`src/pmu_pkg.sv`:
```
// Shared constants, encodings and bus structs of the power manager
package pmu_pkg;

    localparam int NUM_DOMAINS = 8;

    localparam logic [15:0] IDLE_ENTRY_CYCLES     = 16'd100; // Full power to micro idle
    localparam logic [3:0]  MICRO_DWELL_CYCLES    = 4'd11;   // Wait before a new target
    localparam logic [7:0]  ACTIVE_THRESHOLD      = 8'd10;
    localparam logic [7:0]  DOMAIN_IDLE_THRESHOLD = 8'd20;
    localparam logic [7:0]  DOMAIN_IDLE_CYCLES    = 8'd50;
    localparam logic [7:0]  RECOVER_TEMP_C        = 8'd90;   // Shutdown exit in degrees C

    // System power modes
    typedef enum logic [3:0] {
        PWR_RESET,
        PWR_INIT,
        PWR_FULL,
        PWR_LOW,
        PWR_MICRO_IDLE,
        PWR_SLEEP,
        PWR_DEEP_SLEEP,
        PWR_WAKE,
        PWR_SHUTDOWN
    } pwr_state_t;

    // Ordered so that deeper modes compare greater
    typedef enum logic [1:0] {
        MODE_FULL       = 2'b00,
        MODE_LOW        = 2'b01,
        MODE_SLEEP      = 2'b10,
        MODE_DEEP_SLEEP = 2'b11
    } power_mode_t;

    typedef enum logic [2:0] {
        MICRO_ACTIVE,
        MICRO_IDLE_L1,
        MICRO_IDLE_L2,    // Clock gated
        MICRO_STANDBY_L1,
        MICRO_STANDBY_L2,
        MICRO_RETENTION,
        MICRO_OFF         // Power gated
    } micro_state_t;

    typedef struct packed {
        logic       protocol_active;
        logic       phy_active;
        logic       training_active;
        logic [3:0] buffer_util;
        logic [7:0] traffic_rate;
    } activity_t;

    typedef struct packed {
        logic [7:0] junction_temp_c;
        logic       thermal_critical;
    } thermal_t;

    typedef struct packed {
        logic power_en;
        logic clock_en;
        logic isolate;
    } domain_ctrl_t;

endpackage

```
`src/activity_monitor.sv`:
```
// Per-domain activity scoring and the system inactivity counter
module activity_monitor (
    input  logic                                  clk_main,
    input  logic                                  rst_n,
    input  pmu_pkg::activity_t                    activity,
    output logic [pmu_pkg::NUM_DOMAINS-1:0][7:0] domain_score,
    output logic [15:0]                           inactive_cycles
);

    logic [7:0] level;

    // Weighted sum of the link activity flags
    always_comb begin
        level = {4'h0, activity.buffer_util}
              + (activity.protocol_active ? 8'd32 : 8'd0)
              + (activity.phy_active      ? 8'd32 : 8'd0)
              + (activity.training_active ? 8'd16 : 8'd0);
    end

    always_ff @(posedge clk_main or negedge rst_n) begin
        if (!rst_n) begin
            inactive_cycles <= '0;
        end else if (level > pmu_pkg::ACTIVE_THRESHOLD) begin
            inactive_cycles <= '0;
        end else if (inactive_cycles != 16'hFFFF) begin
            inactive_cycles <= inactive_cycles + 16'd1; // Saturates
        end
    end

    // Each domain watches the part of the link it powers
    always_ff @(posedge clk_main or negedge rst_n) begin
        if (!rst_n) begin
            domain_score <= '0;
        end else begin
            domain_score[0] <= activity.protocol_active ? 8'hFF : 8'h00;
            domain_score[1] <= activity.phy_active ? 8'hFF : 8'h00;
            domain_score[2] <= activity.training_active ? 8'hFF : 8'h00;
            domain_score[3] <= {activity.buffer_util, 4'h0};
            // General logic domains follow traffic
            for (int i = 4; i < pmu_pkg::NUM_DOMAINS; i++) begin
                domain_score[i] <= activity.traffic_rate;
            end
        end
    end

endmodule

```
`src/domain_power_ctrl.sv`:
```
// Micro-state controller of one power domain
// Target selection from the system mode and score, then a dwell before adoption
module domain_power_ctrl (
    input  logic                  clk_main,
    input  logic                  rst_n,
    input  pmu_pkg::pwr_state_t   pwr_state,
    input  logic [7:0]            score,
    output pmu_pkg::micro_state_t micro_state,
    output logic                  settled
);

    pmu_pkg::micro_state_t target;
    logic [7:0]            idle_time;
    logic [3:0]            dwell_cnt;

    always_ff @(posedge clk_main or negedge rst_n) begin
        if (!rst_n) begin
            idle_time <= '0;
        end else if (score > pmu_pkg::DOMAIN_IDLE_THRESHOLD) begin
            idle_time <= '0;
        end else if (idle_time != 8'hFF) begin
            idle_time <= idle_time + 8'd1;
        end
    end

    always_ff @(posedge clk_main or negedge rst_n) begin
        if (!rst_n) begin
            target <= pmu_pkg::MICRO_ACTIVE;
        end else begin
            case (pwr_state)
                pmu_pkg::PWR_FULL: begin
                    if (score > 8'd80) begin
                        target <= pmu_pkg::MICRO_ACTIVE;
                    end else if (score > 8'd40) begin
                        target <= pmu_pkg::MICRO_IDLE_L1;
                    end else if (idle_time > pmu_pkg::DOMAIN_IDLE_CYCLES) begin
                        target <= pmu_pkg::MICRO_IDLE_L2;
                    end
                end
                pmu_pkg::PWR_LOW: begin
                    if (score > 8'd60) begin
                        target <= pmu_pkg::MICRO_IDLE_L1;
                    end else if (score > 8'd20) begin
                        target <= pmu_pkg::MICRO_STANDBY_L1;
                    end else begin
                        target <= pmu_pkg::MICRO_STANDBY_L2;
                    end
                end
                pmu_pkg::PWR_MICRO_IDLE: target <= pmu_pkg::MICRO_IDLE_L2;
                pmu_pkg::PWR_SLEEP:      target <= pmu_pkg::MICRO_RETENTION;
                pmu_pkg::PWR_DEEP_SLEEP: target <= pmu_pkg::MICRO_OFF;
                default:                 target <= pmu_pkg::MICRO_ACTIVE;
            endcase
        end
    end

    // Dwell keeps counting if the target moves mid-transition
    always_ff @(posedge clk_main or negedge rst_n) begin
        if (!rst_n) begin
            micro_state <= pmu_pkg::MICRO_ACTIVE;
            dwell_cnt   <= '0;
        end else if (micro_state != target) begin
            if (dwell_cnt >= pmu_pkg::MICRO_DWELL_CYCLES) begin
                micro_state <= target;
                dwell_cnt   <= '0;
            end else begin
                dwell_cnt <= dwell_cnt + 4'd1;
            end
        end else begin
            dwell_cnt <= '0;
        end
    end

    assign settled = (micro_state == target);

    // Power gating only in deep sleep, allowing for target lag and dwell
    a_off_only_deep: assert property (@(posedge clk_main) disable iff (!rst_n)
        (micro_state == pmu_pkg::MICRO_OFF) |->
            (pwr_state == pmu_pkg::PWR_DEEP_SLEEP) || !settled
            || ($past(pwr_state) == pmu_pkg::PWR_DEEP_SLEEP));

endmodule

```
`src/domain_status_merge.sv`:
```
// Maps domain micro-states to registered enables and flags global settling
module domain_status_merge (
    input  logic                                            clk_main,
    input  logic                                            rst_n,
    input  pmu_pkg::micro_state_t [pmu_pkg::NUM_DOMAINS-1:0] micro_state,
    input  logic [pmu_pkg::NUM_DOMAINS-1:0]                  settled,
    output pmu_pkg::domain_ctrl_t [pmu_pkg::NUM_DOMAINS-1:0] domain_ctrl,
    output logic                                            all_settled
);

    function automatic pmu_pkg::domain_ctrl_t ctrl_of(input pmu_pkg::micro_state_t ms);
        pmu_pkg::domain_ctrl_t c;
        case (ms)
            pmu_pkg::MICRO_IDLE_L2:   c = '{power_en: 1'b1, clock_en: 1'b0, isolate: 1'b0};
            pmu_pkg::MICRO_STANDBY_L1,
            pmu_pkg::MICRO_STANDBY_L2,
            pmu_pkg::MICRO_RETENTION: c = '{power_en: 1'b1, clock_en: 1'b0, isolate: 1'b1};
            pmu_pkg::MICRO_OFF:       c = '{power_en: 1'b0, clock_en: 1'b0, isolate: 1'b1};
            default:                  c = '{power_en: 1'b1, clock_en: 1'b1, isolate: 1'b0};
        endcase
        return c;
    endfunction

    always_ff @(posedge clk_main or negedge rst_n) begin
        if (!rst_n) begin
            for (int i = 0; i < pmu_pkg::NUM_DOMAINS; i++) begin
                domain_ctrl[i] <= ctrl_of(pmu_pkg::MICRO_ACTIVE); // Reset micro-state
            end
            all_settled <= 1'b0;
        end else begin
            for (int i = 0; i < pmu_pkg::NUM_DOMAINS; i++) begin
                domain_ctrl[i] <= ctrl_of(micro_state[i]);
            end
            all_settled <= &settled;
        end
    end

    for (genvar g = 0; g < pmu_pkg::NUM_DOMAINS; g++) begin : g_iso_check
        a_off_isolated: assert property (@(posedge clk_main) disable iff (!rst_n)
            !domain_ctrl[g].power_en |-> domain_ctrl[g].isolate);
    end

endmodule

```
`src/pmu_top.sv`:
```
// Power manager top level
// Activity monitor, eight domain controllers and the status merge around the mode FSM
module pmu_top (
    input  logic                                            clk_main,
    input  logic                                            rst_n,
    input  logic                                            power_enable,
    input  pmu_pkg::power_mode_t                            target_mode,
    input  pmu_pkg::activity_t                              activity,
    input  pmu_pkg::thermal_t                               thermal,
    input  logic                                            wake_req,
    output pmu_pkg::domain_ctrl_t [pmu_pkg::NUM_DOMAINS-1:0] domain_ctrl,
    output logic                                            wake_ack,
    output logic                                            sleep_ready,
    output pmu_pkg::pwr_state_t                             power_state
);

    logic [pmu_pkg::NUM_DOMAINS-1:0][7:0]            domain_score;
    logic [15:0]                                     inactive_cycles;
    pmu_pkg::micro_state_t [pmu_pkg::NUM_DOMAINS-1:0] micro_state;
    logic [pmu_pkg::NUM_DOMAINS-1:0]                 settled;
    logic                                            all_settled;

    activity_monitor u_activity (
        .clk_main        (clk_main),
        .rst_n           (rst_n),
        .activity        (activity),
        .domain_score    (domain_score),
        .inactive_cycles (inactive_cycles)
    );

    power_mode_fsm u_fsm (
        .clk_main        (clk_main),
        .rst_n           (rst_n),
        .power_enable    (power_enable),
        .target_mode     (target_mode),
        .activity        (activity),
        .thermal         (thermal),
        .inactive_cycles (inactive_cycles),
        .all_settled     (all_settled),
        .wake_req        (wake_req),
        .wake_ack        (wake_ack),
        .sleep_ready     (sleep_ready),
        .pwr_state       (power_state)
    );

    for (genvar i = 0; i < pmu_pkg::NUM_DOMAINS; i++) begin : g_domain
        domain_power_ctrl u_dom (
            .clk_main    (clk_main),
            .rst_n       (rst_n),
            .pwr_state   (power_state),
            .score       (domain_score[i]),
            .micro_state (micro_state[i]),
            .settled     (settled[i])
        );
    end

    domain_status_merge u_merge (
        .clk_main    (clk_main),
        .rst_n       (rst_n),
        .micro_state (micro_state),
        .settled     (settled),
        .domain_ctrl (domain_ctrl),
        .all_settled (all_settled)
    );

endmodule

```
`src/power_mode_fsm.sv`:
```
// System power-mode FSM with thermal shutdown and the wake req/ack handshake
module power_mode_fsm (
    input  logic                 clk_main,
    input  logic                 rst_n,
    input  logic                 power_enable,
    input  pmu_pkg::power_mode_t target_mode,
    input  pmu_pkg::activity_t   activity,
    input  pmu_pkg::thermal_t    thermal,
    input  logic [15:0]          inactive_cycles,
    input  logic                 all_settled,
    input  logic                 wake_req,
    output logic                 wake_ack,
    output logic                 sleep_ready,
    output pmu_pkg::pwr_state_t  pwr_state
);

    pmu_pkg::pwr_state_t next_state;
    logic [1:0]          settle_wait;
    logic                settled_ok;
    logic                wake_req_ok;
    logic                link_busy;

    // all_settled lags a state change by two cycles, so ignore it until then
    assign settled_ok  = all_settled && (settle_wait == 2'd2);
    assign wake_req_ok = wake_req && !wake_ack; // No new request while acked
    assign link_busy   = activity.protocol_active || activity.phy_active;

    always_comb begin
        next_state = pwr_state;
        case (pwr_state)
            pmu_pkg::PWR_RESET: begin
                if (power_enable) next_state = pmu_pkg::PWR_INIT;
            end
            pmu_pkg::PWR_INIT: begin
                if (settled_ok) next_state = pmu_pkg::PWR_FULL;
            end
            pmu_pkg::PWR_FULL: begin
                if (thermal.thermal_critical) begin
                    next_state = pmu_pkg::PWR_SHUTDOWN;
                end else if (target_mode == pmu_pkg::MODE_LOW) begin
                    next_state = pmu_pkg::PWR_LOW;
                end else if (target_mode == pmu_pkg::MODE_SLEEP) begin
                    next_state = pmu_pkg::PWR_SLEEP;
                end else if (target_mode == pmu_pkg::MODE_DEEP_SLEEP) begin
                    next_state = pmu_pkg::PWR_DEEP_SLEEP;
                end else if (!link_busy && inactive_cycles > pmu_pkg::IDLE_ENTRY_CYCLES) begin
                    next_state = pmu_pkg::PWR_MICRO_IDLE;
                end
            end
            pmu_pkg::PWR_LOW: begin
                if (thermal.thermal_critical) begin
                    next_state = pmu_pkg::PWR_SHUTDOWN;
                end else if (target_mode == pmu_pkg::MODE_FULL) begin
                    next_state = pmu_pkg::PWR_FULL;
                end else if (target_mode >= pmu_pkg::MODE_SLEEP) begin
                    next_state = pmu_pkg::PWR_SLEEP;
                end
            end
            pmu_pkg::PWR_MICRO_IDLE: begin
                if (wake_req_ok || link_busy) next_state = pmu_pkg::PWR_WAKE;
            end
            pmu_pkg::PWR_SLEEP: begin
                if (wake_req_ok || target_mode < pmu_pkg::MODE_SLEEP) begin
                    next_state = pmu_pkg::PWR_WAKE;
                end else if (target_mode == pmu_pkg::MODE_DEEP_SLEEP) begin
                    next_state = pmu_pkg::PWR_DEEP_SLEEP;
                end
            end
            pmu_pkg::PWR_DEEP_SLEEP: begin
                if (wake_req_ok || target_mode != pmu_pkg::MODE_DEEP_SLEEP) begin
                    next_state = pmu_pkg::PWR_WAKE;
                end
            end
            pmu_pkg::PWR_WAKE: begin
                if (settled_ok) begin
                    next_state = (target_mode == pmu_pkg::MODE_LOW) ? pmu_pkg::PWR_LOW
                                                                    : pmu_pkg::PWR_FULL;
                end
            end
            pmu_pkg::PWR_SHUTDOWN: begin
                // Recover only once cooled well below critical
                if (!thermal.thermal_critical
                    && thermal.junction_temp_c < pmu_pkg::RECOVER_TEMP_C) begin
                    next_state = pmu_pkg::PWR_INIT;
                end
            end
            default: next_state = pmu_pkg::PWR_RESET;
        endcase
    end

    always_ff @(posedge clk_main or negedge rst_n) begin
        if (!rst_n) begin
            pwr_state   <= pmu_pkg::PWR_RESET;
            settle_wait <= '0;
        end else begin
            pwr_state <= next_state;
            if (next_state != pwr_state) begin
                settle_wait <= '0;
            end else if (settle_wait != 2'd2) begin
                settle_wait <= settle_wait + 2'd1;
            end
        end
    end

    // Ack on leaving wake with the request still up, drop after the request falls
    always_ff @(posedge clk_main or negedge rst_n) begin
        if (!rst_n) begin
            wake_ack <= 1'b0;
        end else if (wake_ack) begin
            wake_ack <= wake_req;
        end else if (pwr_state == pmu_pkg::PWR_WAKE && next_state != pmu_pkg::PWR_WAKE) begin
            wake_ack <= wake_req;
        end
    end

    assign sleep_ready = (pwr_state == pmu_pkg::PWR_SLEEP)
                      || (pwr_state == pmu_pkg::PWR_DEEP_SLEEP);

    // Ack only with the request up and the link back in full or low power
    a_ack_needs_req: assert property (@(posedge clk_main) disable iff (!rst_n)
        $rose(wake_ack) |-> $past(wake_req)
            && (pwr_state == pmu_pkg::PWR_FULL || pwr_state == pmu_pkg::PWR_LOW));

endmodule

```
`config.mk`:
```
export PLATFORM = sky130hd
export DESIGN_NAME = pmu_top
export DESIGN_NICKNAME = d
export VERILOG_FILES = /design/src/pmu_pkg.sv /design/src/activity_monitor.sv /design/src/domain_power_ctrl.sv /design/src/domain_status_merge.sv /design/src/pmu_top.sv /design/src/power_mode_fsm.sv
export SDC_FILE = /design/constraint.sdc
export NUM_CORES = 1
export LEC_CHECK = 0
export BUFFER_PORTS_ARGS = -buffer_cell sky130_fd_sc_hd__buf_2
export CORE_UTILIZATION = 30
export DETAILED_ROUTE_END_ITERATION = 16
export PLACE_DENSITY_LB_ADDON = 0.05
export SLEW_MARGIN = 0
export SYNTH_ARGS = -nofsm -noshare
export SYNTH_HDL_FRONTEND = slang
export SYNTH_SLANG_ARGS = --single-unit
```
`constraint.sdc`:
```
create_clock -name clk_main -period 1.8 [get_ports clk_main]
set_input_delay 0.18 -clock clk_main [delete_from_list [all_inputs] [get_ports clk_main]]
set_output_delay 0.18 -clock clk_main [all_outputs]
set_load 0.01 [all_outputs]
```
==> impl_metrics.py <==
metrics = {
    "detailed_routing": {
        "ant_nets": 0,
        "dr_total_vias": 7194,
        "drc_errors": 0,
        "via_per_inst": 4.67,
        "wl_per_cell_um": 14.4,
        "finalWirelength_um": 22100,
        "drtPass1Iterations": 5,
        "drt_iter0_markers": 295,
    },
    "clocking": {
        "cts-root-buf": "clkbuf_16",
        "cts_buffers": 26,
        "clk_pin_slew_ns": 0.05,
        "cts_sinks": 207,
        "cts_tree": "yes",
        "clock_latency_ns": 0.52,
        "h-tree-depth": 1,
        "cts_buffer_depth": 3,
    },
    "die": {
        "die_h_um": 181,
        "die_area_um2": 32800,
        "initial_core_util_pct": 30.5,
        "boundaryPins": 60,
        "dieWidth_um": 181,
        "core.rowCount": 65,
        "core_um2": 31600,
    },
    "worst_setup_path": {
        "worstSetupStartpointType": "register",
        "arrival_ns": 2.36,
        "endpoint_kind": "register",
        "worst-path-max-fanout": 6,
        "critical_path_required_ns": 2.21,
        "path_class": "register to register",
    },
    "global_routing": {
        "grt_pass1_vias": 7214,
        "grt_max_degree": 62,
        "grt_antenna_before_repair": 1,
        "grt.total_usage_pct": 14.0,
        "grt_pass1_wl_um": 37600,
        "grt-ovfl-total": 0,
    },
    "status": {
        "status": "finished with violations",
        "violations": "negative setup slack",
    },
    "flow_run": {
        "maxCapViolCount": 0,
    },
    "pwr": {
        "power.total_mw": 13.1,
        "irDropWorstVdd_mv": 0.594,
        "p_per_area_nw_per_um2": 1050,
        "p_leak_nw": 5.83,
    },
    "logic_synthesis": {
        "synth_area_leaders": "dfrtp_1 50%, dfstp_2 4.4%, nor2_1 4.4%",
        "ys_ff_latch": 207,
        "ys_seq_area_share_pct": 54.1,
        "synth_cells": 924,
        "syn_area_um2": 9610,
        "synth.largest_area_cell": "dfrtp_1",
        "synth_top_flop_cell": "dfrtp_1",
        "synth_top_area_share_pct": 49.7,
        "synth_edf_count": 0,
        "syn_nets": 983,
        "synth_async_sr_flop_share_pct": 100,
        "syn_area_per_cell_um2": 10.4,
        "synth.yosys.warnings": 0,
        "yosysUniqueCellTypes": 65,
    },
    "layout": {
        "syn2layout_area_growth_pct": 29.8,
        "fin_util_pct": 39.5,
        "drive_above_1_share_pct": 24.6,
        "fin_nets": 1176,
        "stdcell_area_um2": 12500,
        "nFillCells": 3136,
    },
    "timing": {
        "timing_hold_violations_final": 0,
        "finClkSkew_ns": 0.0145,
        "slew-limit-headroom_pct": 64.3,
        "tightest_slew_ns": 0.535,
        "drv_slew": 0,
        "finalCritPeriodShare_pct": 108,
        "finalWorstSetupSlack_ns": -0.144,
        "fmax_mhz": 514,
        "finalSetupViolCount": 6,
        "hold_slack_ns": 0.130,
        "rsz0062_at_grt": "yes",
        "min_period_ns": 1.94,
    },
    "hold_path": {
        "hold_path.class": "input port to register",
    },
    "place": {
        "hpwl_um": 15600,
        "place_worst_setup_slack_ns": -0.151,
        "dpl_cell_area_um2": 11200,
        "gp_congestion": 0.746,
        "port_buffers": 58,
    },
}
==> sequential cells by signal (all words and copies together) (netlist names) <==
name                        cells
g_domain.u_dom.dwell_cnt       32
g_domain.u_dom.idle_time       64
g_domain.u_dom.micro_state     24
g_domain.u_dom.target          24
u_activity.domain_score        15
u_activity.inactive_cycles     16
u_fsm.pwr_state                 4
u_fsm.settle_wait               2
u_fsm.wake_ack                  1
u_merge.all_settled             1
u_merge.domain_ctrl            24
==> final timing paths <==
| kind | from | end | slack (ns) | cells past startpoint |
|---|---|---|---|---|
| min in group asynchronous | rst_n | g_domain[3].u_dom.dwell_cnt[2] | 0.19 | 2 |
| max in group asynchronous | rst_n | u_merge.domain_ctrl[1] | 0.87 | 3 |
| hold reg to reg | g_domain[7].u_dom.dwell_cnt[3] | g_domain[7].u_dom.dwell_cnt[2] | 0.46 | 1 |
| setup / recovery | u_fsm.pwr_state[3] | u_fsm.settle_wait[0] | -0.14 | 7 |
| setup reg to reg | u_fsm.pwr_state[3] | u_fsm.settle_wait[0] | -0.14 | 7 |
| hold / removal | target_mode[1] | u_fsm.pwr_state[2] | 0.13 | 3 |
==> cells in the mapped netlist, types with 2 or more instances <==
cell type  number
a211oi_1       15
a21o_1          2
a21oi_1        27
a221o_1         5
a221oi_1        2
a31oi_1        23
a41oi_1         2
and3_1         19
and3b_1         3
and4_1          2
buf_2           4
clkbuf_1       15
dfrtp_1       191
dfstp_2        16
ha_1           29
inv_1          31
mux2_2         18
mux2i_1         8
nand2_1        66
nand2b_1       11
nand3_1        55
nand3b_1        9
nand4_1        18
nor2_1        112
nor2b_1        14
nor3_1         34
nor3b_1         6
nor4_1         10
nor4b_1         3
o211ai_1        2
o21a_1          3
o21ai_0        50
o311a_1         6
o41ai_1         2
or2_2           2
or3_1           6
xnor2_1        28
xor2_1         48
==> per-stage QoR <==
step	instances	setup TNS [ns]
after floorplan	924	-1.98
after global placement	1467	-1.42
after detailed placement	1467	-1.36
after CTS	1535	-0.923
after global routing	1538	-2.28
final	1539	-0.354
==> metal layers <==
layer,global-route usage (%),up-vias,part of all wire [%]
li1,-,3694,-
met1,20.0,3396,51
met2,21.9,87,44
met3,2.44,17,3.4
met4,3.29,0,1.4
met5,0,-,0
==> critical path, cell delays in order (launching register included) <==
cell and delay [ns]:
dfrtp_1 0.40, buf_6 0.14, or4bb_1 0.51, a22oi_2 0.17, a32o_2 0.15, a21o_1 0.13, xor2_2 0.09, nor4_1 0.26
==> placed cells by master (no fill, tap or decap), types with 31 or more instances in the layout <==
| master | instances |
|---|---|
| nand2_1 | 66 |
| nand3_1 | 52 |
| dfrtp_1 | 187 |
| buf_4 | 99 |
| nor2_1 | 111 |
| inv_1 | 31 |
| o21ai_0 | 48 |
| nor3_1 | 33 |
| xor2_1 | 47 |
| buf_2 | 56 |
==> cells by family (layout without fill, tap and decap cells) <==
kind of cell               count (synthesis)  count (layout)  synth area share [%]
AOI/OAI and AO/OA                        156             156                  10.6
xor gates and xnor gates                  76              76                  6.92
adders and majority gates                 29              29                  3.77
buffers and inverters                     52             264                  2.16
DFF                                      207             207                  54.1
muxes                                     26              26                  2.94
other                                      0               1                     0
and+or+nand+nor                          378             378                  19.5
==> timing repair <==
action                                  4_1_cts  5_1_grt
endpoints found under the setup margin       28       35
hold endpoints to repair                     69        0
resized for setup                            19       25
pin swaps                                     7        7
hold buffers                                 17        0
buffers inserted                              4        4
==> power by group <==
| group | switching (mW) | total [mW] | internal, mW |
|---|---|---|---|
| clock | 1.97 | 5.20 | 3.23 |
| combinational | 1.33 | 2.61 | 1.28 |
| sequential | 0.307 | 5.27 | 4.97 |
==> layout make-up <==
type                            count  area [um^2]  area share, %
Clock inverter                      5         75.1          0.602
Sequential cell                   207         5200           41.7
Clock buffer                       42          782           6.27
Tap cell                          402          503           4.03
Antenna cell                        1         2.50         0.0201
Timing Repair Buffer              186         1390           11.1
Multi-Input combinational cell    665         4400           35.3
Inverter                           31          116          0.933
No activity file was read; power rests on OpenSTA's default activity.
